--- src/hw/edpPkg.sv ---
package edpPkg;

  // Data words are numbered MSB first, bit 0 is the sign
  typedef logic [0:35] wordT;
  typedef logic [0:17] halfT;
  // Two sign-extension bits ahead of the 36 data bits
  typedef logic [-2:35] adWordT;
  typedef logic [6:0] fmAdrT;

  // Adder function codes
  typedef logic [2:0] adFuncT;
  localparam adFuncT adAdd   = 3'd0;
  localparam adFuncT adSub   = 3'd1;
  localparam adFuncT adAnd   = 3'd2;
  localparam adFuncT adOr    = 3'd3;
  localparam adFuncT adXor   = 3'd4;
  localparam adFuncT adPassA = 3'd5;
  localparam adFuncT adPassB = 3'd6;
  localparam adFuncT adOnes  = 3'd7;

  // AR and ARX source select
  typedef logic [2:0] arSelT;
  localparam arSelT arZero   = 3'd0;
  localparam arSelT arCache  = 3'd1;
  localparam arSelT arAd     = 3'd2;
  localparam arSelT arMq     = 3'd3;
  localparam arSelT arShift  = 3'd4;
  localparam arSelT arAdShl  = 3'd5;
  localparam arSelT arAdx    = 3'd6;
  localparam arSelT arAdShr2 = 3'd7;

  // Adder A operand
  typedef logic [1:0] adaSelT;
  localparam adaSelT adaAr    = 2'd0;
  localparam adaSelT adaArx   = 2'd1;
  localparam adaSelT adaMq    = 2'd2;
  localparam adaSelT adaVmaPc = 2'd3;

  // Adder B operand
  typedef logic [1:0] adbSelT;
  localparam adbSelT adbFm     = 2'd0;
  localparam adbSelT adbBrShl  = 2'd1;
  localparam adbSelT adbBr     = 2'd2;
  localparam adbSelT adbArShl2 = 2'd3;

  // MQ shift register function
  typedef logic [1:0] mqSelT;
  localparam mqSelT mqLoad = 2'd0;
  localparam mqSelT mqShl  = 2'd1;
  localparam mqSelT mqShr  = 2'd2;
  localparam mqSelT mqHold = 2'd3;

  // MQ mixer source
  typedef logic [1:0] mqmSelT;
  localparam mqmSelT mqmMqShr = 2'd0;
  localparam mqmSelT mqmShift = 2'd1;
  localparam mqmSelT mqmAd    = 2'd2;
  localparam mqmSelT mqmOnes  = 2'd3;

  // Diagnostic register select
  typedef logic [2:0] diagSelT;
  localparam diagSelT diagAr  = 3'd0;
  localparam diagSelT diagBr  = 3'd1;
  localparam diagSelT diagMq  = 3'd2;
  localparam diagSelT diagFm  = 3'd3;
  localparam diagSelT diagBrx = 3'd4;
  localparam diagSelT diagArx = 3'd5;
  localparam diagSelT diagAdx = 3'd6;
  localparam diagSelT diagAd  = 3'd7;

  typedef struct packed {
    adFuncT adFunc;
    adaSelT ada;
    logic   adaEn;
    adbSelT adb;
    arSelT  arlSel;
    arSelT  arrSel;
    logic   arlLoad;
    logic   arrLoad;
    arSelT  arxSel;
    logic   arxLoad;
    logic   brLoad;
    logic   brxLoad;
    mqSelT  mqSel;
    mqmSelT mqmSel;
    logic   mqmEn;
    logic   fmWriteL;
    logic   fmWriteR;
    logic   carryIn;
  } cramT;

endpackage
--- src/hw/edpDiagPort.sv ---
`timescale 1ns/1ps

module edpDiagPort (
  input  logic            eboxClk,
  input  logic            rstN,
  input  logic            wbCyc,
  input  logic            wbStb,
  input  logic            wbWe,
  input  edpPkg::diagSelT wbAdr,
  input  edpPkg::wordT    ar,
  input  edpPkg::wordT    br,
  input  edpPkg::wordT    mq,
  input  edpPkg::wordT    fm,
  input  edpPkg::wordT    brx,
  input  edpPkg::wordT    arx,
  input  edpPkg::wordT    adx,
  input  edpPkg::adWordT  ad,
  output edpPkg::wordT    wbDatO,
  output logic            wbAck
);
  import edpPkg::*;

  typedef enum logic {
    diagIdle,
    diagAck
  } diagStateT;

  diagStateT state;
  wordT      selWord;

  always_comb begin
    case (wbAdr)
      diagAr:  selWord = ar;
      diagBr:  selWord = br;
      diagMq:  selWord = mq;
      diagFm:  selWord = fm;
      diagBrx: selWord = brx;
      diagArx: selWord = arx;
      diagAdx: selWord = adx;
      diagAd:  selWord = ad[0:35];
    endcase
  end

  // Ack state always drops back to idle, the held request is not seen twice
  always_ff @(posedge eboxClk) begin
    if (!rstN) begin
      state <= diagIdle;
    end else begin
      case (state)
        diagIdle: if (wbCyc && wbStb) state <= diagAck;
        diagAck:  state <= diagIdle;
      endcase
    end
  end

  // Writes are acked but leave the read data alone
  always_ff @(posedge eboxClk) begin
    if (state == diagIdle && wbCyc && wbStb && !wbWe) begin
      wbDatO <= selWord;
    end
  end

  assign wbAck = (state == diagAck);

endmodule

--- config.mk ---
export PLATFORM = sky130hd
export DESIGN_NAME = edpDiagPort
export DESIGN_NICKNAME = d
export VERILOG_FILES = /design/src/hw/edpPkg.sv /design/src/hw/edpDiagPort.sv
export SDC_FILE = /design/constraint.sdc
export NUM_CORES = 1
export LEC_CHECK = 0
export ABC_CLOCK_PERIOD_IN_PS = 5540
export BUFFER_PORTS_ARGS = -buffer_cell sky130_fd_sc_hd__clkbuf_2
export CAP_MARGIN = 20
export CORE_ASPECT_RATIO = 0.5
export CORE_MARGIN = 10
export CORE_UTILIZATION = 34
export DETAILED_ROUTE_END_ITERATION = 10
export HOLD_SLACK_MARGIN = 0.06
export PLACE_DENSITY = 0.79
export SYNTH_ARGS = -nofsm -noshare
export SYNTH_HDL_FRONTEND = slang
export SYNTH_SLANG_ARGS = --single-unit
--- constraint.sdc ---
create_clock -name eboxClk -period 5.54 [get_ports eboxClk]
set_clock_uncertainty 0.15 [all_clocks]
set_input_delay 1.108 -clock eboxClk [delete_from_list [all_inputs] [get_ports eboxClk]]
set_output_delay 1.108 -clock eboxClk [all_outputs]
set_load 0.01 [all_outputs]
# Word level (Yosys, flattened, before mapping)
# Cells that the tools add are included.
# word_totals
wordCells	19
out_inout_bits	37
register_bits	37
# classes
bitwise_logic	1
n_eq_ne	7
reduce_logical	6
n_mux	3
# ops
cell	n
$pmux W36 S8	1
$eq A3 B3 Y1 const B	4
$eq A3 B2 Y1 const B	2
$logic_and A1 B1 Y1	4
$eq A3 B1 Y1 const B	1
$logic_not A3 Y1	1
$pmux W1 S2	1
$logic_not A1 Y1	1
$mux W1	1
$not A1 Y1	1

# Longest topological paths before layout
# depth
ltp_word	4
ltp_mapped	7

# Least setup slack after synthesis
# No wires, ideal clock.
# synth_timing
kind	input to register
from	in wbWe
to	reg wbDatO[0] (enable)
stages	1
n_path_buf	0
path_slack_ns	0.221
setup_time_ns	0.521
arrival_ns	4.648
path_cell_list	nor4bb_1
# synth_between
elab_chain_cells	2
# synth_lines
item	line_no	rtl
start, declared	edpDiagPort.sv:8	input logic wbWe,
$logic_not A1 Y1	edpDiagPort.sv:58	if (state == diagIdle && wbCyc && wbStb && !wbWe) begin
$logic_and A1 B1 Y1	edpDiagPort.sv:58	
end signal, assigned	edpDiagPort.sv:59	wbDatO <= selWord;
end, declared	edpDiagPort.sv:18	output edpPkg::wordT wbDatO,
# No other way between the ends.
# A chain may end at the register's enable or synchronous reset.

# Worst setup path in the final report
# layout_timing
from	in wbAdr[2]
to	reg wbDatO[19] (data pin)
# layout_between
elab_chain_cells	2
elab_cells_between_ends	9
classes_between	eq/ne (7); mux (1); reduce/logical (1)
# layout_lines
item	line_no	rtl
start, declared	edpDiagPort.sv:9	input edpPkg::diagSelT wbAdr,
$eq A3 B3 Y1 (tied with other cells)	edpDiagPort.sv:32	case (wbAdr)
$pmux W36 S8 (*)	edpDiagPort.sv:32	
via selWord[19]	edpDiagPort.sv:29	wordT selWord;
# Mark *: on every way through the listed nets, which the timed path passes. The rest lies on a longest branch.

==> metrics.cfg <==
[placed_design]
post_dp_cell_area_um2 = 5130
port_buffers = 332
hpwlAfterDp_um = 15000
gp_congestion = 0.960

[cts]
cts_inserted_buffers = 5
cts-root-buf = clkbuf_16
cts_buffer_depth = 2
htreeDepth = 2
cts_tree = built
post_cts_hold_buffer_count = 0
cts-resized-gates = 0
worstSkewPairLatency_ns = 0.28
post_cts_buffers = 0
cts_sinks = 37
clk_pin_slew_ns = 0.06

[routing]
vias = 4120
ant_nets = 0
drtIter0Drc = 308
dr.pass1.iters = 4
vias_per_cell = 5.13
drc = 0
wire_per_inst_um = 22.4
routed_wirelength_um = 18000

[setup_path]
reg2reg_depth = 2
arrival_ns = 3.23
critPathMaxFanout = 69
path_class = in -> reg
worst_setup_path_end_kind = flop
start_kind = input pin
critPathRequiredTime_ns = 5.51

[synthesis]
synth.area.top_cells = edfxtp_1 31%, mux2i_1 28%, o22a_1 7.6%, a211oi_1 6.7%, o22ai_1 5.4%
yosysSeqAreaShare_pct = 31.8
synth_edf_count = 36
synth_area_leader_cell = edfxtp_1
synthCells = 354
yosys_warnings = 0
synth_top_area_share_pct = 31.2
yosysUniqueCellTypes = 25
avgSynthCellArea_um2 = 9.78
ys_ff_latch = 37
syn_area_um2 = 3460
synthFlopType = edfxtp_1
synthArstFlopShare_pct = 0
synth_common_cells = 97 x mux2i_1, 43 x nor2_1, 36 x edfxtp_1, 31 x a211oi_1
yosysMostFrequentCell = mux2i_1
synthesis.nets = 652

[hold_path]
whs_path_depth = 1
hp-class = reg -> reg

[timing]
worst-slew-pin-transition_ns = 0.995
report.final.setup_viol = 0
period_share_pct = 58.9
fmax_ghz = 0.307
period_needed_ns = 3.26
drv_slew = 0
final-hold-violation-count = 0
slew-limit-headroom_pct = 33.7
rsz0062_at_grt = no
setup_tns_ns = 0

[global_routing]
grt_overflow_total = 0
grt.total_usage_pct = 22.6
antenna_found_initial = 0
grt_pass1_wl_um = 26200
grt_max_degree = 70
grt_pass1_vias = 4346

[die]
pin_count = 335
dieArea_um2 = 14900
core_area_um2 = 9670
row_count = 25
die_width_um = 163
start_util_pct = 35.8
chipHeight_um = 91.4

[power_and_ir_drop]
swShare_pct = 28.0
peakVddDrop_uv = 133
pwr-share-comb_pct = 32.5
powerDensity_nw_per_um2 = 177
intPower_w = 0.000676
leakagePower_nw = 2.79
switchingPower_w = 0.000263
p_clk_share_pct = 32.6
pwr-share-seq_pct = 34.9

[status]
outcome = complete, no violations

[layout]
drive_gt1_share_pct = 52.4
syn_to_final_growth_pct = 53.2
final_cell_area_um2 = 5310
diodes = 0
fin_nets = 965

[job]
drv_cap = 0

[layout by cell type, fill, tap and decap left out]
cell type,instances
o22a_1,30
clkbuf_8,2
a21oi_1,16
inv_1,5
edfxtp_1,36
nand3b_1,1
nand2b_1,7
o21ai_0,1
a221oi_1,5
nand2_1,4
o22ai_1,30
nor2b_1,3
nor3_1,1
nor4bb_4,1
and4b_1,1
a22o_1,5
buf_8,1
a211oi_1,31
dfxtp_1,1
clkinv_2,1
clkbuf_2,331
nor2_1,43
buf_4,9
or3_1,1
clkbuf_16,5
mux2i_1,97
[routing by layer]
layer  wire (um)  vias up  GRT usage (%)  part of all wire [%]
li1            -     2020              -                     -
met1        6680     1926           25.6                    37
met2       10000      157           43.1                    56
met3        1020       17           4.01                   5.7
met4         231        0           4.55                   1.3
met5           0        -              0                     0
[stage by stage]
step                      utilization, %  total power [W]  setup WS, ns  std cells  hold slack, ns
after floorplan                        -         0.000493         0.221        354           0.438
after global placement              53.1         0.000630          2.03        794           0.468
after detailed placement            53.1         0.000636          2.00        794           0.473
after CTS                           54.7         0.000946          2.30        802           0.491
after global routing                54.9         0.000990          2.12        803           0.516
final                               54.9         0.000939          2.28        803           0.481
[final timing paths]
path	startpoint	endpoint	slack (ns)
max	wbAdr[2]	wbDatO[19]$_DFFE_PP_	2.28
min reg2reg	wbAck$_SDFF_PP0_	wbAck$_SDFF_PP0_	0.48
max reg2reg	wbAck$_SDFF_PP0_	wbDatO[21]$_DFFE_PP_	4.09
min	wbAck$_SDFF_PP0_	wbAck$_SDFF_PP0_	0.48
[area by class of cell]
type	count	area (um2)
timing repair buffer	341	1740
inverter	5	18.8
sequential	37	1100
multi-input combinational	277	2120
clock inverter	1	5.00
fill	923	4360
tap	135	169
clock buffer	7	153
[state kept, by name (all words and copies together), names as in the netlist]
signal / flops
wbDatO: 36
wbAck: 1
[worst max-delay path, stage by stage]
cell,delay (ns)
buf_4,0.74
buf_4,0.56
nand2_1,0.32
o22ai_1,0.25
o22a_1,0.23
[power groups by stage]
stage / Sequential (W) / Combinational, W / Clock, W
after global routing: 0.000328 / 0.000333 / 0.000329
after floorplan: 0.000339 / 0.000154 / 0
final: 0.000328 / 0.000305 / 0.000306
after CTS: 0.000328 / 0.000304 / 0.000314
after detailed placement: 0.000333 / 0.000303 / 0
after global placement: 0.000333 / 0.000297 / 0
[cell families after synthesis]
group                  Yosys count  share of synthesized area (%)
buffers and inverters           40                           7.41
AND/OR/NAND/NOR                 62                           8.02
AO/OA/AOI/OAI                  118                           24.7
multiplexers                    97                           28.0
flip-flops                      37                           31.8
No activity file was read; power rests on OpenSTA's default activity.
