===== config.mk =====
export PLATFORM = sky130hd
export DESIGN_NAME = edpMq
export DESIGN_NICKNAME = d
export VERILOG_FILES = /design/src/hw/edpPkg.sv /design/src/hw/edpMq.sv
export SDC_FILE = /design/constraint.sdc
export NUM_CORES = 1
export LEC_CHECK = 0
export ABC_AREA = 1
export BUFFER_PORTS_ARGS = -buffer_cell sky130_fd_sc_hd__buf_4
export CAP_MARGIN = 5
export CORE_MARGIN = 10
export CORE_UTILIZATION = 41
export DETAILED_ROUTE_END_ITERATION = 10
export PLACE_DENSITY = 0.86
export SYNTH_ARGS = -nofsm -noshare
export SYNTH_HDL_FRONTEND = slang
export SYNTH_SLANG_ARGS = --single-unit

===== constraint.sdc =====
create_clock -name eboxClk -period 1.2 [get_ports eboxClk]
set_input_delay 0.12 -clock eboxClk [delete_from_list [all_inputs] [get_ports eboxClk]]
set_output_delay 0.12 -clock eboxClk [all_outputs]
set_load 0.01 [all_outputs]

===== src/hw/edpPkg.sv =====
package edpPkg;

  // Data words are numbered MSB first, bit 0 is the sign
  typedef logic [0:35] wordT;
  typedef logic [0:17] halfT;
  // Two sign-extension bits ahead of the 36 data bits
  typedef logic [-2:35] adWordT;
  typedef logic [6:0] fmAdrT;

  // Adder function codes
  typedef logic [2:0] adFuncT;
  localparam adFuncT adAdd   = 3'd0;
  localparam adFuncT adSub   = 3'd1;
  localparam adFuncT adAnd   = 3'd2;
  localparam adFuncT adOr    = 3'd3;
  localparam adFuncT adXor   = 3'd4;
  localparam adFuncT adPassA = 3'd5;
  localparam adFuncT adPassB = 3'd6;
  localparam adFuncT adOnes  = 3'd7;

  // AR and ARX source select
  typedef logic [2:0] arSelT;
  localparam arSelT arZero   = 3'd0;
  localparam arSelT arCache  = 3'd1;
  localparam arSelT arAd     = 3'd2;
  localparam arSelT arMq     = 3'd3;
  localparam arSelT arShift  = 3'd4;
  localparam arSelT arAdShl  = 3'd5;
  localparam arSelT arAdx    = 3'd6;
  localparam arSelT arAdShr2 = 3'd7;

  // Adder A operand
  typedef logic [1:0] adaSelT;
  localparam adaSelT adaAr    = 2'd0;
  localparam adaSelT adaArx   = 2'd1;
  localparam adaSelT adaMq    = 2'd2;
  localparam adaSelT adaVmaPc = 2'd3;

  // Adder B operand
  typedef logic [1:0] adbSelT;
  localparam adbSelT adbFm     = 2'd0;
  localparam adbSelT adbBrShl  = 2'd1;
  localparam adbSelT adbBr     = 2'd2;
  localparam adbSelT adbArShl2 = 2'd3;

  // MQ shift register function
  typedef logic [1:0] mqSelT;
  localparam mqSelT mqLoad = 2'd0;
  localparam mqSelT mqShl  = 2'd1;
  localparam mqSelT mqShr  = 2'd2;
  localparam mqSelT mqHold = 2'd3;

  // MQ mixer source
  typedef logic [1:0] mqmSelT;
  localparam mqmSelT mqmMqShr = 2'd0;
  localparam mqmSelT mqmShift = 2'd1;
  localparam mqmSelT mqmAd    = 2'd2;
  localparam mqmSelT mqmOnes  = 2'd3;

  // Diagnostic register select
  typedef logic [2:0] diagSelT;
  localparam diagSelT diagAr  = 3'd0;
  localparam diagSelT diagBr  = 3'd1;
  localparam diagSelT diagMq  = 3'd2;
  localparam diagSelT diagFm  = 3'd3;
  localparam diagSelT diagBrx = 3'd4;
  localparam diagSelT diagArx = 3'd5;
  localparam diagSelT diagAdx = 3'd6;
  localparam diagSelT diagAd  = 3'd7;

  typedef struct packed {
    adFuncT adFunc;
    adaSelT ada;
    logic   adaEn;
    adbSelT adb;
    arSelT  arlSel;
    arSelT  arrSel;
    logic   arlLoad;
    logic   arrLoad;
    arSelT  arxSel;
    logic   arxLoad;
    logic   brLoad;
    logic   brxLoad;
    mqSelT  mqSel;
    mqmSelT mqmSel;
    logic   mqmEn;
    logic   fmWriteL;
    logic   fmWriteR;
    logic   carryIn;
  } cramT;

endpackage

===== src/hw/edpMq.sv =====
`timescale 1ns/1ps

module edpMq (
  input  logic           eboxClk,
  input  logic           rstN,
  input  edpPkg::cramT   cram,
  input  edpPkg::adWordT ad,
  input  edpPkg::wordT   adx,
  input  edpPkg::wordT   shiftData,
  input  logic           adCarryOut,
  output edpPkg::wordT   mq
);
  import edpPkg::*;

  wordT mqm;

  // MQ mixer, forced to zero when disabled
  always_comb begin
    if (!cram.mqmEn) begin
      mqm = '0;
    end else begin
      case (cram.mqmSel)
        // Two-place right shift, low ADX bits move in on top
        mqmMqShr: mqm = {adx[34:35], mq[0:33]};
        mqmShift: mqm = shiftData;
        mqmAd:    mqm = ad[0:35];
        mqmOnes:  mqm = '1;
      endcase
    end
  end

  // Universal shift register
  always_ff @(posedge eboxClk) begin
    if (!rstN) begin
      mq <= '0;
    end else begin
      case (cram.mqSel)
        mqLoad: mq <= mqm;
        // Adder carry enters at the low end
        mqShl:  mq <= {mqm[1:35], adCarryOut};
        // Vacated bit 0 refilled from MQM bit 1
        mqShr:  mq <= {mqm[1], mqm[0:34]};
        mqHold: mq <= mq;
      endcase
    end
  end

endmodule


; After elaboration in Yosys (flattened, before gate mapping)
; Cells that the tools add are included.
[classes]
n_eq_ne = 6
n_mux = 3
n_reduce_logical = 2
[op_table]
columns = cell, count
row1 = $pmux W36 S4, 1
row2 = $pmux W36 S3, 1
row3 = $mux W36, 1
row4 = $eq A2 B2 Y1 const B, 4
row5 = $eq A2 B1 Y1 const B, 2
row6 = $logic_not A2 Y1, 2
[word_totals]
register_bits = 36
inputBits = 143
out_inout_bits = 36
wordCells = 12

; Longest topological paths before layout
[depth]
word_depth = 4
depth_mapped = 11
mapped_depth_nobuf = 9

; Worst setup path before layout
; No wires, ideal clock.
[synth_path]
path_kind = input port to flip-flop
startpoint = input cram[6] in the netlist's numbering
endpoint = register mq[14]
arrival_time_ns = 1.223
slack_ns = -0.093
stages = 6
path_buffers = 2
path_cell_list = inv_1 -> ha_1 -> clkbuf_1 -> clkbuf_1 -> a21oi_1 -> a21oi_1
[synth_via]
elab_chain_cells = 2
word_cells_on_any_way = 5
classes_between = eq/ne: 3 / mux: 1 / reduce/logical: 1
[synth_rtl]
columns = item, line_no
row1 = "start, declared", edpMq.sv:6  ; input edpPkg::cramT cram,
row2 = "$eq A2 B2 Y1, or another cell as far along", edpMq.sv:37  ; case (cram.mqSel)
row3 = $pmux W36 S3, edpMq.sv:37
row4 = "end signal, assigned", edpMq.sv:38  ; mqLoad: mq <= mqm;
row5 = "end signal, assigned", edpMq.sv:40  ; mqShl: mq <= {mqm[1:35], adCarryOut};
row6 = "end signal, assigned", edpMq.sv:42  ; mqShr: mq <= {mqm[1], mqm[0:34]};
row7 = "end, declared", edpMq.sv:11  ; output edpPkg::wordT mq
; Several ways; a longest one is shown, not always the timed one.
; A chain may end at the register's enable or synchronous reset.

; Worst setup path in the final report
[layout_path]
startpoint = register mq[11]
endpoint = register mq[9]
[layout_via]
elab_chain_cells = 3
[layout_rtl]
columns = item, line_no
row1 = $pmux W36 S4, edpMq.sv:22  ; case (cram.mqmSel)
row2 = $mux W36, edpMq.sv:19  ; if (!cram.mqmEn) begin
row3 = $pmux W36 S3, edpMq.sv:37
; Every way passes these cells.

==> run_results.csv <==
group,metric,value,unit
sta,fin_worst_skew,0.00806,ns
routing,viasPerCell,5.19,
synthesis,syn-num-nets,777,
floorplanning,rows,32,
layout,antennaDiodeCount,0,
clocking,worstSkewPairLatency,0.30,ns
sta,finalCritPeriodShare,92.5,%
routing,wl_met3,1510,um
floorplanning,die-area,0.0119,mm^2
layout,reg.largest.list,"mq x36",
flow_run,maxCapViolCount,0,
critical_path,max_stage_delay,0.35,ns
place,dp_hpwl,10100,um
global_route,grt_first_pass_wirelength,21200,um
sta,tightest_slew,0.358,ns
synthesis,ys_warn_count,0,
critical_path,crit_arrival,1.33,ns
routing,routed.top_layer,"met4",
critical_path,crit_chain,"inv_1 > nand2_1 > nand2_1 > nor2_1 > buf_4 > nor2_1 > nor2_1 > nand2_1 > a21oi_1",
critical_path,cp_slowest_cell,"dfxtp_2",
clocking,clockRootBuffer,"clkbuf_8",
synthesis,synth.distinct_cells,18,
critical_path,timing.rr.end,"mq[9]",
clocking,hold_buffers,0,
pwr,powerDensity,834,mW/mm^2
floorplanning,die_y,109,um
sta,slew_headroom,76.0,%
pwr,leakagePower,2.53,nW
clocking,path_clk_slew,0.08,ns
sta,drv_slew,0,
clocking,clock-sinks,36,
synthesis,yosysSeqAreaShare,22.2,%
clocking,cts_max_level,2,
min_path,min_path_type,"in2reg",
sta,tns,0,ns
sta,setup_slack,0.0898,ns
critical_path,cp_max_fo,3,
global_route,grt_usage,21.9,%
run_status,status,"complete, no violations",
layout,multi_input_area,0.00207,mm^2
floorplanning,core-area,0.00773,mm^2
global_route,grt_max_degree,37,
routing,ant_nets,0,
critical_path,critPathCaptureType,"flop",
routing,finalWirelength,13400,um
sta,finalSetupViolations,0,
global_route,grt_antenna_before_repair,0,
layout,finalNonFillerCells,862,
routing,dr.pass1.iters,7,
synthesis,synth-seq-cells,36,
place,dp_slack,-0.126,ns
routing,wl_met2,5980,um
floorplanning,ioPinCount,179,
critical_path,r2r_slack,0.09,ns
layout,largest_register_ffs,36,
layout,area_growth,46.2,%
critical_path,rr_worst_depth,9,
critical_path,setup.worst_path.end,"mq[9]",
global_route,first_global_vias,4327,
synthesis,netlist_area,0.00325,mm^2
layout,drive_gt1_share,25.5,%
floorplanning,die_w,109,um
layout,nNetsFinal,905,
layout,nFillCells,761,
place,gp_congestion,0.903,
min_path,hp-start,"rstN",
synthesis,syn-instance-count,631,
routing,drt_iter0_drc,416,
critical_path,worstPathRequired,1.42,ns
critical_path,critical_path_depth,9,
routing,wl_per_cell,15.6,um
routing,drc,0,
floorplanning,initial_utilization,42.0,%
clocking,cts-buffers-inserted,5,
critical_path,reg2reg_from,"mq[11]",
critical_path,crit_family,"simple AND/OR/NAND/NOR gates",
critical_path,cp_num_buf_inv,2,
critical_path,path_class,"reg2reg",
layout,final_util,61.5,%
clocking,cts_tree,"done",
sta,max_freq,0.901,GHz
critical_path,crit_path_start,"mq[11]",
layout,seqCellArea,728,um^2
layout,regMostFlops,"mq",
routing,met1_length,5700,um
sta,hold_violations,0,
sta,finalCriticalPeriod,1.11,ns
critical_path,start_kind,"flop",
place,place_area,0.00462,mm^2
global_route,grt-ovfl-total,0,
place,placed_cells,854,
routing,vias,4477,
layout,postLayoutCellArea,0.00475,mm^2
clocking,clockBufferDepth,2,
place,port-buffer-count,117,
synthesis,synth_area_per_cell,5.15,um^2
pwr,peakVddDrop,0.460,mV
-- worst min-delay path by stage --
| stage | to | cells after the start |
|---|---|---|
| CTS | mq[0] | 5 |
| detailed placement | mq[13] | 2 |
| global route | mq[9] | 3 |
| finish | mq[13] | 3 |
| global placement | mq[3] | 2 |
| floorplan | mq[0] | 4 |
-- worst min-delay path: stages --
cell      delay, ns
buf_4          0.11
clkinv_1       0.21
a21oi_1        0.06
-- final cells by class --
type | instances | area share (%)
well taps | 102 | 2.69
flip-flops and latches | 36 | 15.3
repair buffers | 164 | 29.6
inverters | 88 | 6.95
multi-input cells | 464 | 43.5
clock buffers | 8 | 1.90
-- cell usage after synthesis --
library cell    n  area share, %
o22ai_1         2           0.39
inv_1          83            9.6
nor2_1         57            6.6
dfxtp_1        36             22
o21ai_1        23            3.5
nand3b_1       12            2.8
buf_1           6           0.69
o211ai_1        1           0.23
nor2_2          2           0.39
clkinv_1        3           0.35
buf_2           9            1.4
nand3_1        36            5.5
o21ai_0        30            4.6
clkbuf_1       28            3.2
a21oi_1        69             11
inv_2           2           0.23
nand2_1       229             26
ha_1            3            1.2
-- layer usage --
layer  up-vias  GRT usage, %
li1       2208             -
met5         -             0
met2       251          34.7
met4         0          6.87
met3        26          5.37
met1      1992          28.6
-- report_power, final --
part / switching (mW) / internal, mW
sequential: 0.0883 / 1.30
combinational: 0.876 / 0.757
clock: 0.470 / 0.469
total: 1.43 / 2.53
-- cell usage in the layout (no fill, tap or decap) --
cell,n
a21oi_1,67
a21oi_2,2
buf_12,14
buf_4,150
clkbuf_1,2
clkbuf_8,6
clkinv_1,3
dfxtp_1,30
dfxtp_2,6
ha_1,3
inv_1,83
inv_2,2
nand2_1,229
nand3_1,36
nand3b_1,12
nor2_1,45
nor2_2,13
nor2_4,1
o211ai_1,1
o21ai_0,30
o21ai_1,23
o22ai_1,2
-- metrics by stage --
step           total power [mW]  hold slack, ns
6_report                   3.96           0.244
5_1_grt                    4.19           0.279
4_1_cts                    3.91           0.231
3_5_place_dp               3.00           0.478
3_3_place_gp               2.97           0.480
2_1_floorplan              2.18           0.388
-- cell families (layout without fill, tap and decap cells) --
family / Yosys count / in the layout / synth area share, %
AO/OA/AOI/OAI: 125 / 125 / 19.4
flip-flops: 36 / 36 / 22.2
adder cells (fa/ha/maj): 3 / 3 / 1.16
buffers and inverters: 131 / 260 / 15.5
AND/OR/NAND/NOR: 336 / 336 / 41.8
-- timing repair --
item / 4_1_cts / 5_1_grt
endpoints found under the setup margin: 0 / 21
hold endpoints to repair: 0 / 0
setup buffers: 0 / 0
resized for setup: 0 / 19
No activity file was read; power rests on OpenSTA's default activity.
