$ cat src/hw/edpPkg.sv
package edpPkg;

  // Data words are numbered MSB first, bit 0 is the sign
  typedef logic [0:35] wordT;
  typedef logic [0:17] halfT;
  // Two sign-extension bits ahead of the 36 data bits
  typedef logic [-2:35] adWordT;
  typedef logic [6:0] fmAdrT;

  // Adder function codes
  typedef logic [2:0] adFuncT;
  localparam adFuncT adAdd   = 3'd0;
  localparam adFuncT adSub   = 3'd1;
  localparam adFuncT adAnd   = 3'd2;
  localparam adFuncT adOr    = 3'd3;
  localparam adFuncT adXor   = 3'd4;
  localparam adFuncT adPassA = 3'd5;
  localparam adFuncT adPassB = 3'd6;
  localparam adFuncT adOnes  = 3'd7;

  // AR and ARX source select
  typedef logic [2:0] arSelT;
  localparam arSelT arZero   = 3'd0;
  localparam arSelT arCache  = 3'd1;
  localparam arSelT arAd     = 3'd2;
  localparam arSelT arMq     = 3'd3;
  localparam arSelT arShift  = 3'd4;
  localparam arSelT arAdShl  = 3'd5;
  localparam arSelT arAdx    = 3'd6;
  localparam arSelT arAdShr2 = 3'd7;

  // Adder A operand
  typedef logic [1:0] adaSelT;
  localparam adaSelT adaAr    = 2'd0;
  localparam adaSelT adaArx   = 2'd1;
  localparam adaSelT adaMq    = 2'd2;
  localparam adaSelT adaVmaPc = 2'd3;

  // Adder B operand
  typedef logic [1:0] adbSelT;
  localparam adbSelT adbFm     = 2'd0;
  localparam adbSelT adbBrShl  = 2'd1;
  localparam adbSelT adbBr     = 2'd2;
  localparam adbSelT adbArShl2 = 2'd3;

  // MQ shift register function
  typedef logic [1:0] mqSelT;
  localparam mqSelT mqLoad = 2'd0;
  localparam mqSelT mqShl  = 2'd1;
  localparam mqSelT mqShr  = 2'd2;
  localparam mqSelT mqHold = 2'd3;

  // MQ mixer source
  typedef logic [1:0] mqmSelT;
  localparam mqmSelT mqmMqShr = 2'd0;
  localparam mqmSelT mqmShift = 2'd1;
  localparam mqmSelT mqmAd    = 2'd2;
  localparam mqmSelT mqmOnes  = 2'd3;

  // Diagnostic register select
  typedef logic [2:0] diagSelT;
  localparam diagSelT diagAr  = 3'd0;
  localparam diagSelT diagBr  = 3'd1;
  localparam diagSelT diagMq  = 3'd2;
  localparam diagSelT diagFm  = 3'd3;
  localparam diagSelT diagBrx = 3'd4;
  localparam diagSelT diagArx = 3'd5;
  localparam diagSelT diagAdx = 3'd6;
  localparam diagSelT diagAd  = 3'd7;

  typedef struct packed {
    adFuncT adFunc;
    adaSelT ada;
    logic   adaEn;
    adbSelT adb;
    arSelT  arlSel;
    arSelT  arrSel;
    logic   arlLoad;
    logic   arrLoad;
    arSelT  arxSel;
    logic   arxLoad;
    logic   brLoad;
    logic   brxLoad;
    mqSelT  mqSel;
    mqmSelT mqmSel;
    logic   mqmEn;
    logic   fmWriteL;
    logic   fmWriteR;
    logic   carryIn;
  } cramT;

endpackage
$ cat src/hw/edpArRegs.sv
`timescale 1ns/1ps

module edpArRegs (
  input  logic           eboxClk,
  input  logic           rstN,
  input  edpPkg::cramT   cram,
  input  edpPkg::wordT   cacheData,
  input  edpPkg::wordT   shiftData,
  input  edpPkg::adWordT ad,
  input  edpPkg::wordT   adx,
  input  edpPkg::wordT   mq,
  output edpPkg::wordT   ar,
  output edpPkg::wordT   arx,
  output edpPkg::wordT   br,
  output edpPkg::wordT   brx
);
  import edpPkg::*;

  wordT arlFull;
  wordT arrFull;
  halfT arlIn;
  halfT arrIn;
  wordT arxIn;

  // Full-word AR source, each half takes its own slice
  function automatic wordT arSource(input arSelT sel);
    wordT src;
    case (sel)
      arZero:   src = '0;
      arCache:  src = cacheData;
      arAd:     src = ad[0:35];
      arMq:     src = mq;
      arShift:  src = shiftData;
      // AD times two, ADX bit 0 fills the low end
      arAdShl:  src = {ad[1:35], adx[0]};
      arAdx:    src = adx;
      // AD divided by four, extension bits enter at the top
      arAdShr2: src = ad[-2:33];
    endcase
    return src;
  endfunction

  always_comb begin
    arlFull = arSource(cram.arlSel);
    arrFull = arSource(cram.arrSel);
    arlIn   = arlFull[0:17];
    arrIn   = arrFull[18:35];
  end

  // ARX is the low word of the AD/ADX pair, so its shifts use ADX and MQ
  always_comb begin
    case (cram.arxSel)
      arZero:   arxIn = '0;
      arCache:  arxIn = cacheData;
      arAd:     arxIn = ad[0:35];
      arMq:     arxIn = mq;
      arShift:  arxIn = shiftData;
      arAdShl:  arxIn = {adx[1:35], mq[0]};
      arAdx:    arxIn = adx;
      arAdShr2: arxIn = {ad[34:35], adx[0:33]};
    endcase
  end

  // AR halves load independently
  always_ff @(posedge eboxClk) begin
    if (!rstN) begin
      ar <= '0;
    end else begin
      if (cram.arlLoad) begin
        ar[0:17] <= arlIn;
      end
      if (cram.arrLoad) begin
        ar[18:35] <= arrIn;
      end
    end
  end

  always_ff @(posedge eboxClk) begin
    if (!rstN) begin
      arx <= '0;
    end else if (cram.arxLoad) begin
      arx <= arxIn;
    end
  end

  // BR and BRX take the old AR and ARX values
  always_ff @(posedge eboxClk) begin
    if (!rstN) begin
      br  <= '0;
      brx <= '0;
    end else begin
      if (cram.brLoad) begin
        br <= ar;
      end
      if (cram.brxLoad) begin
        brx <= arx;
      end
    end
  end

endmodule

$ cat config.mk
export PLATFORM = sky130hd
export DESIGN_NAME = edpArRegs
export DESIGN_NICKNAME = d
export VERILOG_FILES = /design/src/hw/edpPkg.sv /design/src/hw/edpArRegs.sv
export SDC_FILE = /design/constraint.sdc
export NUM_CORES = 1
export LEC_CHECK = 0
export BUFFER_PORTS_ARGS = -buffer_cell sky130_fd_sc_hd__buf_2
export CAP_MARGIN = 15
export CORE_MARGIN = 3
export CORE_UTILIZATION = 50
export CTS_BUF_LIST = sky130_fd_sc_hd__clkbuf_4 sky130_fd_sc_hd__clkbuf_8
export CTS_CLUSTER_DIAMETER = 200
export DETAILED_ROUTE_END_ITERATION = 8
export PLACE_DENSITY = 0.93
export SLEW_MARGIN = 5
export SYNTH_ARGS = -nofsm -noshare
export SYNTH_HDL_FRONTEND = slang
export SYNTH_SLANG_ARGS = --single-unit
$ cat constraint.sdc
create_clock -name eboxClk -period 2.5 [get_ports eboxClk]
set_clock_uncertainty 0.1 [all_clocks]
set_input_delay 0.25 -clock eboxClk [delete_from_list [all_inputs] [get_ports eboxClk]]
set_output_delay 0.25 -clock eboxClk [all_outputs]
set_load 0.02 [all_outputs]
# == Yosys cells after proc, flatten, opt, wreduce, memory -nomap -nowiden ==
# Index checks and enable logic that the tools add are counted.
# op_classes
n_eq_ne,21
n_mux,3
reduce_logical,3
# op_table
operator,count
36-bit one-hot mux with 8 select lines,2
18-bit one-hot mux with 8 select lines,1
3-bit == test (second input constant),12
3-bit by 2-bit == test with 1-bit output (second input constant),6
3-bit by 1-bit == test with 1-bit output (second input constant),3
3-bit logical NOT,3
# word_totals
regBits,144
inputBits,214
out_inout_bits,144

# == Depth between registers and ports, before layout ==
# logic_depth
word_depth,2
ltp_mapped,7
depth_no_buf,4

# == Least setup slack after synthesis ==
# No wires, ideal clock.
# synth_path
path_kind,input -> register
start,input cram[11] (netlist name)
end,register arx[14]
setup_ns,0.117
arrival_time_ns,1.279
path_slack_ns,1.004
stages,6
n_path_buf,2
path_cell_list,buf_6 -> buf_12 -> mux4_2 -> nand2_1 -> o21ai_1 -> a22o_1
# synth_between
elab_chain_len,2
# synth_lines
element,line_no,text
from (decl),edpArRegs.sv:6,"input edpPkg::cramT cram,"
3-bit == test (tied with other cells),edpArRegs.sv:52,case (cram.arxSel)
36-bit one-hot mux with 8 select lines (*),edpArRegs.sv:52,
to (signal assigned),edpArRegs.sv:82,arx <= arxIn;
to (decl),edpArRegs.sv:13,"output edpPkg::wordT arx,"
# Mark *: on every way between the ends. The rest lies on a longest branch, timed or not.
# A chain may end at the register's enable or synchronous reset.

# == Final worst setup path ==
# layout_path
start,input cram[12] (netlist name)
end,register arx[10]
# The elaborated chain is that of the path after synthesis.

==> flow_summary.json <==
{
  "cpPeakStageDelay_ps": 740,
  "synth_seq_area_share": 0.3013,
  "drcViolationCount": 0,
  "clock-sinks": 144,
  "antenna_left": 0,
  "p_leak_uw": 0.005427,
  "synth.area.top_cells": "dfxtp_1, mux2i_1, nor2b_1",
  "vias": 9855,
  "reg2reg_from": "ar[15]",
  "drive_gt1_frac": 0.3702,
  "period_needed_ps": 1787,
  "cts_max_level": 4,
  "path_max_fanout": 45,
  "ys_warn_count": 0,
  "setup_tns_ps": 0,
  "timing.final.crit_share": 0.7146,
  "syn_avg_cell_area_um2": 9.363,
  "top_level_ports": 358,
  "vias_per_cell": 6.317,
  "setup_viol": 0,
  "holdBufCountCts": 0,
  "port_buffers": 341,
  "min-delay-start": "cram[14]",
  "clk_latency_ps": 450,
  "overflow": 0,
  "clk_path_buf_depth": 2,
  "fmax_mhz": 559.7,
  "place_congestion": 1.013,
  "tritoncts": "yes",
  "status": "complete, no violations",
  "postCtsSetupRepairBufs": 0,
  "routed_wirelength_um": 35150,
  "ys_async_sr_fraction": 0,
  "holdPathEnd": "ar[9]",
  "worst-path-buf-inv": 1,
  "path_class": "in2reg",
  "critPathRequiredTime_ps": 2750,
  "core_area_um2": 18390,
  "grtUsageTotal": 0.3222,
  "crit_slowest_cell": "nor2b_1",
  "clockRootBuffer": "clkbuf_8",
  "start_kind": "primary input",
  "die_h_um": 144.3,
  "areaGrowthSynthToFinish_pct": 23.63,
  "start_util": 0.5203,
  "nNetsFinal": 1531,
  "worst-r2r-cell-count": 4,
  "die_w_um": 144.3,
  "syn_area_um2": 9569,
  "synth_flop_cell": "dfxtp_1",
  "drt_iter0_drc": 1346,
  "fillCellCount": 1482,
  "grt_pass1_vias": 9221,
  "worstMarginPinSlew_ps": 827.1,
  "regToRegSetupSlack_ps": 1330,
  "hold_path.class": "in2reg",
  "relSlewSlack": 0.4475,
  "rows": 49,
  "fin_area_um2": 11830,
  "synth-edff-count": 0,
  "wl_per_cell_um": 22.53,
  "hold_depth": 3,
  "synth_nets": 1236,
  "crit_arrival_ps": 2040,
  "grt_pass1_wl_um": 52280,
  "dpl-instance-area_um2": 11320,
  "synth.largest_area_cell": "dfxtp_1",
  "grt_max_degree": 82,
  "cts_buffers": 17,
  "timing.rr.end": "ar[15]",
  "ir_worst_vdd_mv": 0.3647,
  "ys_ff_latch": 144,
  "rsz0062_at_grt": "false",
  "syn_inst": 1022,
  "crit_family": "simple AND/OR/NAND/NOR gates",
  "synth_top_cell_area_share": 0.3013,
  "cts.repair.resized": 0,
  "path_cells": "buf_4 -> nor2b_1 -> a22o_1 -> a2bb2oi_1 -> a211oi_1",
  "antenna_found_initial": 2,
  "drtPass1Iterations": 6,
  "slew_violations": 0,
  "dp_hpwl_um": 27150,
  "die_area_um2": 20830,
  "clkSlewWorstSetupHoldPaths_ps": 80,
  "hold_violations": 0,
  "ys_types": 46,
  "p_per_area_nw_per_um2": 543.0,
  "maxCapViolations": 0,
  "worstSetupEndpointType": "register"
}
## logic make-up after synthesis
| logic type | count (synthesis) | synth area share |
|---|---|---|
| buffers and inverters | 110 | 0.06171 |
| and+or+nand+nor | 271 | 0.1645 |
| AOI/OAI and AO/OA | 297 | 0.2280 |
| muxes | 200 | 0.2445 |
| DFF | 144 | 0.3013 |
## flip-flops by register name, indices dropped and copies added, names as in the netlist
| register | cells |
|---|---|
| br | 36 |
| arx | 36 |
| ar | 36 |
| brx | 36 |
## cells in the final DEF, fill, tap and decap left out, drive strengths merged, types with 22 or more instances in the layout
cell and instances:
mux4 23, a221oi 27, a22o 28, o21ai 72
clkbuf 22, a211oi 33, mux2i 137, dfxtp 144
a22oi 32, buf 377, mux2 40, nand2 63
nor2 31, nand3b 32, nor2b 97
## routing by layer
layer  GRT usage  vias up  part of all wire
met5           0        -                 0
met3     0.07143      104              0.10
met4      0.1257        0             0.036
li1            -     4438                 -
met2      0.4940      632              0.45
met1      0.4434     4681              0.41
## metrics by stage
| step | worst slack (ps) | hold WS (ps) | utilization | total power [uW] | instances |
|---|---|---|---|---|---|
| floorplan | 1004 | 332.6 | - | 3525 | 1022 |
| global placement | 415.5 | 357.7 | 0.6154 | 4080 | 1526 |
| detailed placement | 318.9 | 362.6 | 0.6154 | 4112 | 1526 |
| CTS | 788.0 | 26.18 | 0.6425 | 6417 | 1557 |
| global route | 644.1 | 49.96 | 0.6432 | 6657 | 1560 |
| finish | 713.4 | 59.08 | 0.6432 | 6423 | 1560 |
## worst max-delay path by stage
stage | start | end | slack (ps) | cells past startpoint
after detailed placement | cram[12] | arx[35] | 320 | 5
after CTS | cram[12] | arx[35] | 790 | 5
after global placement | cram[12] | arx[18] | 420 | 5
final | cram[12] | arx[10] | 710 | 5
after global routing | cram[12] | arx[0] | 640 | 5
after floorplan | cram[11] | arx[14] | 1000 | 6
## Yosys cell counts (all sizes together) (8+ instances only)
library cell  number
buf               70
a211oi            33
nand2             63
o211a             14
a22oi             32
or4bb              9
mux2              40
dfxtp            144
mux4              23
a22o              28
a2bb2oi           14
and2              14
clkbuf            31
o211ai            16
nor2b             97
a21oi             18
mux2i            137
nand4             14
a221oi            27
o31ai             12
o21ai             72
nand3b            32
nor2              31
a21bo             16
inv                8
## worst register-to-register path, delay by kind of cell, from the launching register on
| kind | cells | cell delay (ps) |
|---|---|---|
| AO/OA/AOI/OAI | 3 | 460 |
| buffers and inverters | 1 | 90 |
| flip-flops | 1 | 430 |
## layout make-up
type / count / area [um2] / area share
clock inverter: 9 / 202.7 / 0.01713
clock buffer: 22 / 296.5 / 0.02507
timing repair buffer: 377 / 2017 / 0.1705
sequential: 144 / 2883 / 0.2437
tap: 229 / 286.5 / 0.02422
inverter: 9 / 33.78 / 0.002856
antenna: 2 / 5.005 / 0.0004231
multi-input combinational: 768 / 6106 / 0.5161
## power by group
part | total [uW] | internal, uW | switching [uW]
Clock | 2320 | 1400 | 918
Combinational | 1590 | 681 | 911
Sequential | 2510 | 2410 | 102
(Power assumes the default switching activity.)
