==> src/hw/edpPkg.sv <==
package edpPkg;

  // Data words are numbered MSB first, bit 0 is the sign
  typedef logic [0:35] wordT;
  typedef logic [0:17] halfT;
  // Two sign-extension bits ahead of the 36 data bits
  typedef logic [-2:35] adWordT;
  typedef logic [6:0] fmAdrT;

  // Adder function codes
  typedef logic [2:0] adFuncT;
  localparam adFuncT adAdd   = 3'd0;
  localparam adFuncT adSub   = 3'd1;
  localparam adFuncT adAnd   = 3'd2;
  localparam adFuncT adOr    = 3'd3;
  localparam adFuncT adXor   = 3'd4;
  localparam adFuncT adPassA = 3'd5;
  localparam adFuncT adPassB = 3'd6;
  localparam adFuncT adOnes  = 3'd7;

  // AR and ARX source select
  typedef logic [2:0] arSelT;
  localparam arSelT arZero   = 3'd0;
  localparam arSelT arCache  = 3'd1;
  localparam arSelT arAd     = 3'd2;
  localparam arSelT arMq     = 3'd3;
  localparam arSelT arShift  = 3'd4;
  localparam arSelT arAdShl  = 3'd5;
  localparam arSelT arAdx    = 3'd6;
  localparam arSelT arAdShr2 = 3'd7;

  // Adder A operand
  typedef logic [1:0] adaSelT;
  localparam adaSelT adaAr    = 2'd0;
  localparam adaSelT adaArx   = 2'd1;
  localparam adaSelT adaMq    = 2'd2;
  localparam adaSelT adaVmaPc = 2'd3;

  // Adder B operand
  typedef logic [1:0] adbSelT;
  localparam adbSelT adbFm     = 2'd0;
  localparam adbSelT adbBrShl  = 2'd1;
  localparam adbSelT adbBr     = 2'd2;
  localparam adbSelT adbArShl2 = 2'd3;

  // MQ shift register function
  typedef logic [1:0] mqSelT;
  localparam mqSelT mqLoad = 2'd0;
  localparam mqSelT mqShl  = 2'd1;
  localparam mqSelT mqShr  = 2'd2;
  localparam mqSelT mqHold = 2'd3;

  // MQ mixer source
  typedef logic [1:0] mqmSelT;
  localparam mqmSelT mqmMqShr = 2'd0;
  localparam mqmSelT mqmShift = 2'd1;
  localparam mqmSelT mqmAd    = 2'd2;
  localparam mqmSelT mqmOnes  = 2'd3;

  // Diagnostic register select
  typedef logic [2:0] diagSelT;
  localparam diagSelT diagAr  = 3'd0;
  localparam diagSelT diagBr  = 3'd1;
  localparam diagSelT diagMq  = 3'd2;
  localparam diagSelT diagFm  = 3'd3;
  localparam diagSelT diagBrx = 3'd4;
  localparam diagSelT diagArx = 3'd5;
  localparam diagSelT diagAdx = 3'd6;
  localparam diagSelT diagAd  = 3'd7;

  typedef struct packed {
    adFuncT adFunc;
    adaSelT ada;
    logic   adaEn;
    adbSelT adb;
    arSelT  arlSel;
    arSelT  arrSel;
    logic   arlLoad;
    logic   arrLoad;
    arSelT  arxSel;
    logic   arxLoad;
    logic   brLoad;
    logic   brxLoad;
    mqSelT  mqSel;
    mqmSelT mqmSel;
    logic   mqmEn;
    logic   fmWriteL;
    logic   fmWriteR;
    logic   carryIn;
  } cramT;

endpackage
==> src/hw/edpAdder.sv <==
`timescale 1ns/1ps

module edpAdder (
  input  edpPkg::cramT   cram,
  input  edpPkg::wordT   ar,
  input  edpPkg::wordT   arx,
  input  edpPkg::wordT   br,
  input  edpPkg::wordT   brx,
  input  edpPkg::wordT   mq,
  input  edpPkg::wordT   fm,
  input  edpPkg::wordT   vmaPc,
  output edpPkg::adWordT ad,
  output edpPkg::wordT   adx,
  output logic           adCarryOut,
  output logic           adOverflow
);
  import edpPkg::*;

  wordT        ada;
  wordT        adxa;
  adWordT      adb;
  wordT        adxb;
  logic [38:0] adFull;
  logic [38:0] adxFull;

  // Shared function unit, carry out lands in bit 38
  function automatic logic [38:0] aluOp(
    input adFuncT      func,
    input logic [37:0] a,
    input logic [37:0] b,
    input logic        cin
  );
    logic [38:0] res;
    case (func)
      adAdd:   res = {1'b0, a} + {1'b0, b} + {38'd0, cin};
      // A plus ones complement of B, carry in makes it exact
      adSub:   res = {1'b0, a} + {1'b0, ~b} + {38'd0, cin};
      adAnd:   res = {1'b0, a & b};
      adOr:    res = {1'b0, a | b};
      adXor:   res = {1'b0, a ^ b};
      adPassA: res = {1'b0, a};
      adPassB: res = {1'b0, b};
      adOnes:  res = {1'b0, {38{1'b1}}};
    endcase
    return res;
  endfunction

  // A operands, adaEn high forces zero
  always_comb begin
    if (cram.adaEn) begin
      ada = '0;
    end else begin
      case (cram.ada)
        adaAr:    ada = ar;
        adaArx:   ada = arx;
        adaMq:    ada = mq;
        adaVmaPc: ada = vmaPc;
      endcase
    end
    adxa = cram.adaEn ? '0 : arx;
  end

  // B operands, BR/BRX and AR/ARX shift as double words
  always_comb begin
    case (cram.adb)
      adbFm: begin
        adb  = {{2{fm[0]}}, fm};
        adxb = '0;
      end
      adbBrShl: begin
        adb  = {{2{br[0]}}, br[1:35], brx[0]};
        adxb = {brx[1:35], 1'b0};
      end
      adbBr: begin
        adb  = {{2{br[0]}}, br};
        adxb = brx;
      end
      adbArShl2: begin
        adb  = {ar, arx[0:1]};
        adxb = {arx[2:35], 2'b00};
      end
    endcase
  end

  always_comb begin
    adFull  = aluOp(cram.adFunc, {{2{ada[0]}}, ada}, adb, cram.carryIn);
    adxFull = aluOp(cram.adFunc, {2'b00, adxa}, {2'b00, adxb}, cram.carryIn);
  end

  assign ad         = adFull[37:0];
  assign adCarryOut = adFull[38];
  assign adx        = adxFull[35:0];

  // Overflow when the extension bit disagrees with the sign
  assign adOverflow = (cram.adFunc == adAdd || cram.adFunc == adSub) ?
                      (ad[-1] ^ ad[0]) : 1'b0;

endmodule

==> config.mk <==
export PLATFORM = sky130hd
export DESIGN_NAME = edpAdder
export DESIGN_NICKNAME = d
export VERILOG_FILES = /design/src/hw/edpPkg.sv /design/src/hw/edpAdder.sv
export SDC_FILE = /design/constraint.sdc
export NUM_CORES = 1
export LEC_CHECK = 0
export ABC_AREA = 1
export BUFFER_PORTS_ARGS = -buffer_cell sky130_fd_sc_hd__buf_2
export CAP_MARGIN = 20
export CORE_MARGIN = 4
export CORE_UTILIZATION = 45
export DETAILED_ROUTE_END_ITERATION = 8
export MAX_ROUTING_LAYER = met4
export PLACE_DENSITY = 0.79
export SETUP_SLACK_MARGIN = 0.02
export SLEW_MARGIN = 10
export SYNTH_ARGS = -nofsm -noshare
export SYNTH_HDL_FRONTEND = slang
export SYNTH_SLANG_ARGS = --single-unit
==> constraint.sdc <==
create_clock -name vclk -period 12.6
set_clock_uncertainty 0.15 [all_clocks]
set_input_delay 2.52 -clock vclk [all_inputs]
set_output_delay 2.52 -clock vclk [all_outputs]
set_load 0.02 [all_outputs]
* Word level (Yosys, flattened, before mapping) *
Cells that the tools add are included.

operators by class
  bitwise gates (word level) = 9
  mux-type cells = 8
  equal/unequal tests = 13
  reduce and logical (&&, ||, !) cells = 4
  add/sub/neg operators = 8

operators by type and width
  kind                                           count
  case mux 39 bit (8 select lines)               1
  case mux 36 bit (4 select lines)               2
  case mux 36 bit (8 select lines)               1
  case mux 38 bit (4 select lines)               1
  adder 38 x 38 -> 39 bit                        2
  adder 39 x 1 -> 39 bit                         2
  adder 36 x 1 -> 36 bit                         2
  adder 36 bit                                   2
  2-to-1 mux 36 bit                              2
  AND 38 bit                                     1
  NOT 38 bit                                     1
  OR 38 bit                                      1
  bitwise XOR 38 bit                             1
  AND 36 bit                                     1
  NOT 36 bit                                     1
  OR 36 bit                                      1
  bitwise XOR 36 bit                             1
  == test 3 bit, second input constant           4
  == test 2 bit, second input constant           4
  == test 3 x 2 -> 1 bit, second input constant  2
  == test 2 x 1 -> 1 bit, second input constant  2
  logical NOT 2 bit                              2
  == test 3 x 1 -> 1 bit, second input constant  1
  logical NOT 3 bit                              1
  other kinds (3)                                3

storage, ports and cells
  word-level logic and storage cells = 42
  output and inout port bits = 76
  register bits = 0
  bits of input ports = 282

* Logic depth before layout (Yosys ltp) *
Gate-level depths: netlist of the first run.

  word-level depth = 8
  gate-level depth with buffers = 27
  mapped depth without buffers = 25

* Least setup slack after synthesis of the first run *
No wires, ideal clock.

  kind = input to output
  start = in cram[25] (netlist name)
  end = out adOverflow
  stages = 25
  setup slack = 4120 ps
  required time = 9930 ps
  buffers on the path = 2
  arrival = 5810 ps
  cell sequence = buf_2 > inv_1 > nand2_1 > inv_2 > buf_2 > a221oi_1 > nor3_1 > inv_1 > fa_1 > fa_1 > inv_1 > nand3_1 > nand2_1 > nand2_1 > nand3_2 > nand2_1 > nand2_2 > nand2_1 > nand2_1 > nand2_1 > nand3_1 > nand3_2 > nand2_1 > nand2_1 > nor2_1

on the way
  word-level cells in the longest chain between the ends = 8
  elaborated cells on any way between the ends = 16
  those cells by class = 4 x add/sub; 3 x eq/ne; 4 x mux; 4 x bitwise; 1 x reduce/logical

RTL lines
  item                                        line                            RTL
  from (decl)                                 edpAdder.sv:4                   input edpPkg::cramT cram,
  == test 2 bit (tied with other cells)       edpAdder.sv:53                  case (cram.ada)
  case mux 36 bit (4 select lines) *          edpAdder.sv:53
  2-to-1 mux 36 bit *                         edpAdder.sv:50                  if (cram.adaEn) begin
  adder 38 x 38 -> 39 bit (on tied branches)  edpAdder.sv:37, edpAdder.sv:35
  adder 39 x 1 -> 39 bit (on tied branches)   edpAdder.sv:37, edpAdder.sv:35
  case mux 39 bit (8 select lines) *          edpAdder.sv:34                  case (func)
  via ad[36]                                  edpAdder.sv:12                  output edpPkg::adWordT ad,
  bitwise XOR 1 bit *                         edpAdder.sv:96                  (ad[-1] ^ ad[0]) : 1'b0;
  2-to-1 mux 1 bit *                          edpAdder.sv:95                  assign adOverflow = (cram.adFunc == adAdd || cram.adFunc == adSub) ?
  to (decl)                                   edpAdder.sv:15                  output logic adOverflow

The timed path passes the listed nets; every way through them passes the cells marked *.

* Worst setup path after layout of the first run *
  start = in cram[23] (netlist name)
  end = out adx[31]

on the way
  word-level cells in the longest chain between the ends = 6
  elaborated cells on any way between the ends = 14
  those cells by class = 4 x add/sub; 3 x eq/ne; 2 x mux; 4 x bitwise; 1 x reduce/logical

RTL lines
  item                                   line            RTL
  == test 2 bit (tied with other cells)  edpAdder.sv:65  case (cram.adb)
  case mux 36 bit (4 select lines) *     edpAdder.sv:65
  NOT 36 bit                             edpAdder.sv:37  adSub: res = {1'b0, a} + {1'b0, ~b} + {38'd0, cin};
  adder 36 bit                           edpAdder.sv:37
  adder 36 x 1 -> 36 bit                 edpAdder.sv:37
  case mux 36 bit (8 select lines) *     edpAdder.sv:34
  to (decl)                              edpAdder.sv:13  output edpPkg::wordT adx,

Mark *: on every way between the ends. The rest lies on a longest branch, timed or not.

==> impl_metrics.env, run 1 <==
export IMPL_ys_types=61
export IMPL_grt_ovfl_total=0
export IMPL_drc=0
export IMPL_final_cell_mix="nand2_1, inv_1, nor2_1"
export IMPL_synth_net_count=3758
export IMPL_cts_setup_buffers=0
export IMPL_hp_class="in -> out"
export IMPL_regArea_sq_um=0
export IMPL_fin_total_pwr_uw=1180
export IMPL_relSlewSlack_pct=17.9
export IMPL_finalMaxSlewViolations=0
export IMPL_finalSetupViolations=0
export IMPL_startpoint_type="input port"
export IMPL_setup_tns_ns=0
export IMPL_ios=358
export IMPL_synth_top_area_share_pct=17.3
export IMPL_end_kind="output port"
export IMPL_dieHeight_um=205
export IMPL_syn_to_final_growth_pct=11.0
export IMPL_gp_congestion=1.11
export IMPL_final_common_cell="nand2_1"
export IMPL_crit_type="in -> out"
export IMPL_grt_max_degree=53
export IMPL_grt_pass1_wl_um=136000
export IMPL_seq_cells=0
export IMPL_worst_slew_pin_slew_ns=1.23
export IMPL_yosysWarnings=0
export IMPL_final_antenna_net_count=0
export IMPL_viasPerCell=6.17
export IMPL_period_share_pct=83.6
export IMPL_synth_area_leaders="ha_1, nand2_1, inv_1"
export IMPL_drt_pass1_iter_count=6
export IMPL_rsz0062_at_grt="false"
export IMPL_die_area_sq_um=42000
export IMPL_period_needed_ns=10.53
export IMPL_status="completed"
export IMPL_ys_seq_area_share_pct=0
export IMPL_ir_worst_vdd_mv=0.0311
export IMPL_layout_drive_gt1_share_pct=13.4
export IMPL_drtIter0Drc=3398
export IMPL_grt_antenna_before_repair=7
export IMPL_required_ns=9.93
export IMPL_port_buffers=337
export IMPL_totalWireLength_um=92800
export IMPL_power_density_nw_per_um2=61.2
export IMPL_cap_violations=0
export IMPL_grt_pass1_vias=22215
export IMPL_hold_path_depth=5
export IMPL_wire_per_inst_um=23.4
export IMPL_rows=71
export IMPL_cts_hold_buf=0
export IMPL_leakagePower_uw=0.00982
export IMPL_dp_hpwl_um=74500
export IMPL_final_hold_viol_count=0
export IMPL_die_w_um=205
export IMPL_coreArea_sq_um=37900
export IMPL_post_cts_resize_count=0
export IMPL_syn_avg_cell_area_sq_um=5.40
export IMPL_utilization_pct=51.0
export IMPL_max_freq_mhz=95.0
export IMPL_worstPathArrival_ns=7.86
export IMPL_whs_ns=5.39
export IMPL_synth_area_sq_um=17400
export IMPL_route_vias_total=24504
export IMPL_clock_buffer_count=0
export IMPL_syn_instance_count=3227
export IMPL_start_util_pct=46.0
export IMPL_synth_top_cell_by_area="ha_1"
export IMPL_grt_usage_pct=42.8
export IMPL_nets=3985
export IMPL_cp_max_fo=24
[cell families (layout without fill, tap and decap cells)]
kind of cell               count (synthesis)  after routing  share of synthesized area (%)
xor gates and xnor gates                  38             38                           1.91
adders and majority gates                249            249                           18.2
and+or+nand+nor                         1307           1307                           31.5
AOI/OAI and AO/OA                        936            936                           32.6
buffers and inverters                    697            922                           15.8
other                                      0              6                              0
[worst paths after layout]
check | startpoint | end | slack (ns)
worst min-delay path | cram[29] | adOverflow | 5.39
worst max-delay path | cram[23] | adx[31] | 2.07
[stage by stage]
stage                     area [sq um]  worst slack [ns]  cells
final                            19400              2.07   3969
after global routing             19400              1.80   3969
after CTS                        19300              2.37   3963
after detailed placement         19300              2.39   3963
after global placement           19300              2.38   3963
after floorplan                  17400              4.12   3227
[synthesized netlist by cell type (22+ instances only)]
master,number
nand2_1,551
inv_1,526
nor2_1,416
a21oi_1,340
ha_1,241
o21ai_0,229
nand3_1,184
nor3_1,69
a221oi_1,66
clkbuf_1,56
buf_2,53
o22ai_1,51
o21bai_1,38
xor2_1,35
nand4_1,32
inv_2,31
o21ai_1,31
o211ai_1,28
o2111ai_1,26
a211oi_1,22
[per-layer routing]
layer,global-route usage (%),share of wire [%]
met3,9.97,14
met2,61.0,40
met4,20.6,6.2
met5,-,0
met1,56.9,40
[area by class of cell]
cell class,instances,area [sq um]
diodes,6,15.0
fillers,4252,18600
inverters,558,2100
multi-input cells,2530,14700
well taps,511,639
repair buffers,364,1890
[worst max-delay path, stage by stage]
cell	delay, ns
buf_2	0.34
inv_2	0.23
buf_4	0.30
nor2_4	0.47
inv_1	0.57
o22ai_1	0.70
inv_1	0.23
ha_1	0.41
inv_1	0.09
nand3_1	0.09
nand2_1	0.20
nand2_1	0.08
nand2_1	0.17
a21oi_1	0.11
o21ai_1	0.47
nand4_1	0.26
nand3_1	0.14
nand3_1	0.08
nand3_1	0.17
buf_2	0.19
[where the power goes]
group | switching, uW | internal (uW) | total [uW]
Combinational | 842 | 342 | 1180
Clock | 0 | 0.00000768 | 0.00000773
Sequential | 0 | 0 | 0
Total | 842 | 342 | 1180
Power figures use the tool's default switching activity.
==> run 2, diff against run 1 <==
--- a/config.mk
+++ b/config.mk
@@ -12,7 +12,7 @@
 export CORE_UTILIZATION = 45
 export DETAILED_ROUTE_END_ITERATION = 8
 export MAX_ROUTING_LAYER = met4
-export PLACE_DENSITY = 0.79
+export PLACE_DENSITY = 0.81
 export SETUP_SLACK_MARGIN = 0.02
 export SLEW_MARGIN = 10
 export SYNTH_ARGS = -nofsm -noshare
==> constraint.sdc (replaced) <==
create_clock -name vclk -period 9.4
set_clock_uncertainty 0.15 [all_clocks]
set_input_delay 1.88 -clock vclk [all_inputs]
set_output_delay 1.88 -clock vclk [all_outputs]
set_load 0.02 [all_outputs]
==> run 2 against run 1 <==
Effect of this change: the run now ends with design-rule violations left; highest routed layer unchanged; die area unchanged; first-iteration DRC count increased by 2.7%; critical endpoint is now adCarryOut; core utilization increased by 0.20 points; cell count about the same; via count decreased by 0.48%; global-route usage decreased by 0.84 points; sequential cell count unchanged; hold slack got worse by 1.3 ns.
==> impl_metrics.env, run 2 (synthesis gave the netlist of run 1 again) <==
export IMPL_status="finished, violations left"
export IMPL_violations="design-rule violations"
export IMPL_die_area_sq_um=42000
export IMPL_totalWireLength_um=91800
export IMPL_grt_pass1_wl_um=133000
export IMPL_rows=71
export IMPL_grt_antenna_before_repair=4
export IMPL_required_ns=7.37
export IMPL_max_freq_mhz=112
export IMPL_coreArea_sq_um=37900
export IMPL_period_needed_ns=8.96
export IMPL_syn_to_final_growth_pct=11.4
export IMPL_grt_ovfl_total=0
export IMPL_path_depth=20
export IMPL_endpoint="adCarryOut"
export IMPL_cp_slowest_cell="inv_2"
export IMPL_worstPathArrival_ns=6.93
export IMPL_finalSetupViolations=0
export IMPL_final_cell_mix="nand2_1, inv_1, nor2_1"
export IMPL_finalMaxSlewViolations=0
export IMPL_grt_pass1_vias=22143
export IMPL_worstPathCellList="buf_2, nand2_1, inv_2, a221oi_1, nor3_1, inv_1, fa_1, fa_1, inv_1, nand3_1, nand2_1, a21oi_1, o21ai_1, nand2_1, nand3_1, nand3_1, nand2_1, a21oi_1, o21ai_1, buf_2"
export IMPL_grt_usage_pct=42.0
export IMPL_post_cts_resize_count=0
export IMPL_gp_congestion=1.13
export IMPL_drtIter0Drc=3489
export IMPL_num_fill_cells=4223
export IMPL_setup_tns_ns=0
export IMPL_route_vias_total=24386
export IMPL_period_share_pct=95.3
export IMPL_hp_class="in -> out"
export IMPL_dieHeight_um=205
export IMPL_layout_drive_gt1_share_pct=13.5
export IMPL_port_buffers=337
export IMPL_dp_hpwl_um=73600
export IMPL_start_util_pct=46.0
export IMPL_regArea_sq_um=0
export IMPL_final_common_cell="nand2_1"
export IMPL_cpLargestDelayFamily="buffers and inverters"
export IMPL_cts_hold_buf=0
export IMPL_crit_buf_inv=5
export IMPL_final_antenna_net_count=0
export IMPL_max_stage_delay_ns=0.61
export IMPL_wire_per_inst_um=23.1
export IMPL_cap_violations=0
export IMPL_rsz0062_at_grt="false"
export IMPL_relSlewSlack_pct=13.1
export IMPL_end_kind="output port"
export IMPL_cts_setup_buffers=0
export IMPL_worst_slew_pin_slew_ns=1.30
export IMPL_startpoint_type="input port"
export IMPL_die_w_um=205
export IMPL_crit_type="in -> out"
export IMPL_seq_cells=0
export IMPL_drt_pass1_iter_count=9
export IMPL_ios=358
export IMPL_drc=5
export IMPL_viasPerCell=6.14
export IMPL_final_hold_viol_count=0
export IMPL_crit_start="cram[26]"
export IMPL_nets=3989
export IMPL_grt_max_degree=59
export IMPL_cp_max_fo=36
export IMPL_clock_buffer_count=0
export IMPL_path_common_cell="nand2_1"
==> run 2: cell count changes in the layout (fill, tap and decap cells not counted) <==
| cell | before | now |
|---|---|---|
| diode_2 | 6 | 5 |
| buf_12 | 0 | 4 |
==> run 2: layer usage <==
| metal | GRT usage [%] | up-vias | part of all wire [%] | routed length [um] |
|---|---|---|---|---|
| met1 | 54.7 | 10801 | 40 | 36400 |
| met2 | 60.2 | 1921 | 40 | 36400 |
| met4 | 21.4 | 0 | 6.6 | 6060 |
| met5 | - | - | 0 | 0 |
| li1 | - | 11267 | - | - |
| met3 | 10.2 | 397 | 14 | 13000 |
==> run 2: how the worst min path moves through the flow <==
stage | startpoint | end | slack (ns) | cells past startpoint
after global routing | cram[29] | adOverflow | 4.18 | 5
after CTS | cram[29] | adOverflow | 4.13 | 5
after global placement | cram[29] | adOverflow | 4.11 | 5
after floorplan | cram[29] | adOverflow | 3.81 | 3
after detailed placement | cram[29] | adOverflow | 4.13 | 5
final | cram[29] | adOverflow | 4.13 | 5
==> run 2: through the flow <==
| step | std cells | hold slack [ns] | setup WS, ns | instance area (sq um) | utilization, % |
|---|---|---|---|---|---|
| finish | 3972 | 4.13 | 0.439 | 19400 | 51.2 |
| global route | 3972 | 4.18 | 0.294 | 19400 | 51.2 |
| CTS | 3967 | 4.13 | 0.724 | 19400 | 51.2 |
| detailed placement | 3967 | 4.13 | 0.727 | 19400 | 51.2 |
| global placement | 3967 | 4.11 | 0.777 | 19400 | 51.2 |
| floorplan | 3227 | 3.81 | 2.20 | 17400 | - |
==> run 2: cell type report <==
type	count	area, sq um	area share [%]
Inverter	558	2100	10.8
Timing Repair Buffer	368	1970	10.1
Tap cell	511	639	3.29
Multi-Input combinational cell	2530	14700	75.7
Antenna cell	5	12.5	0.0644
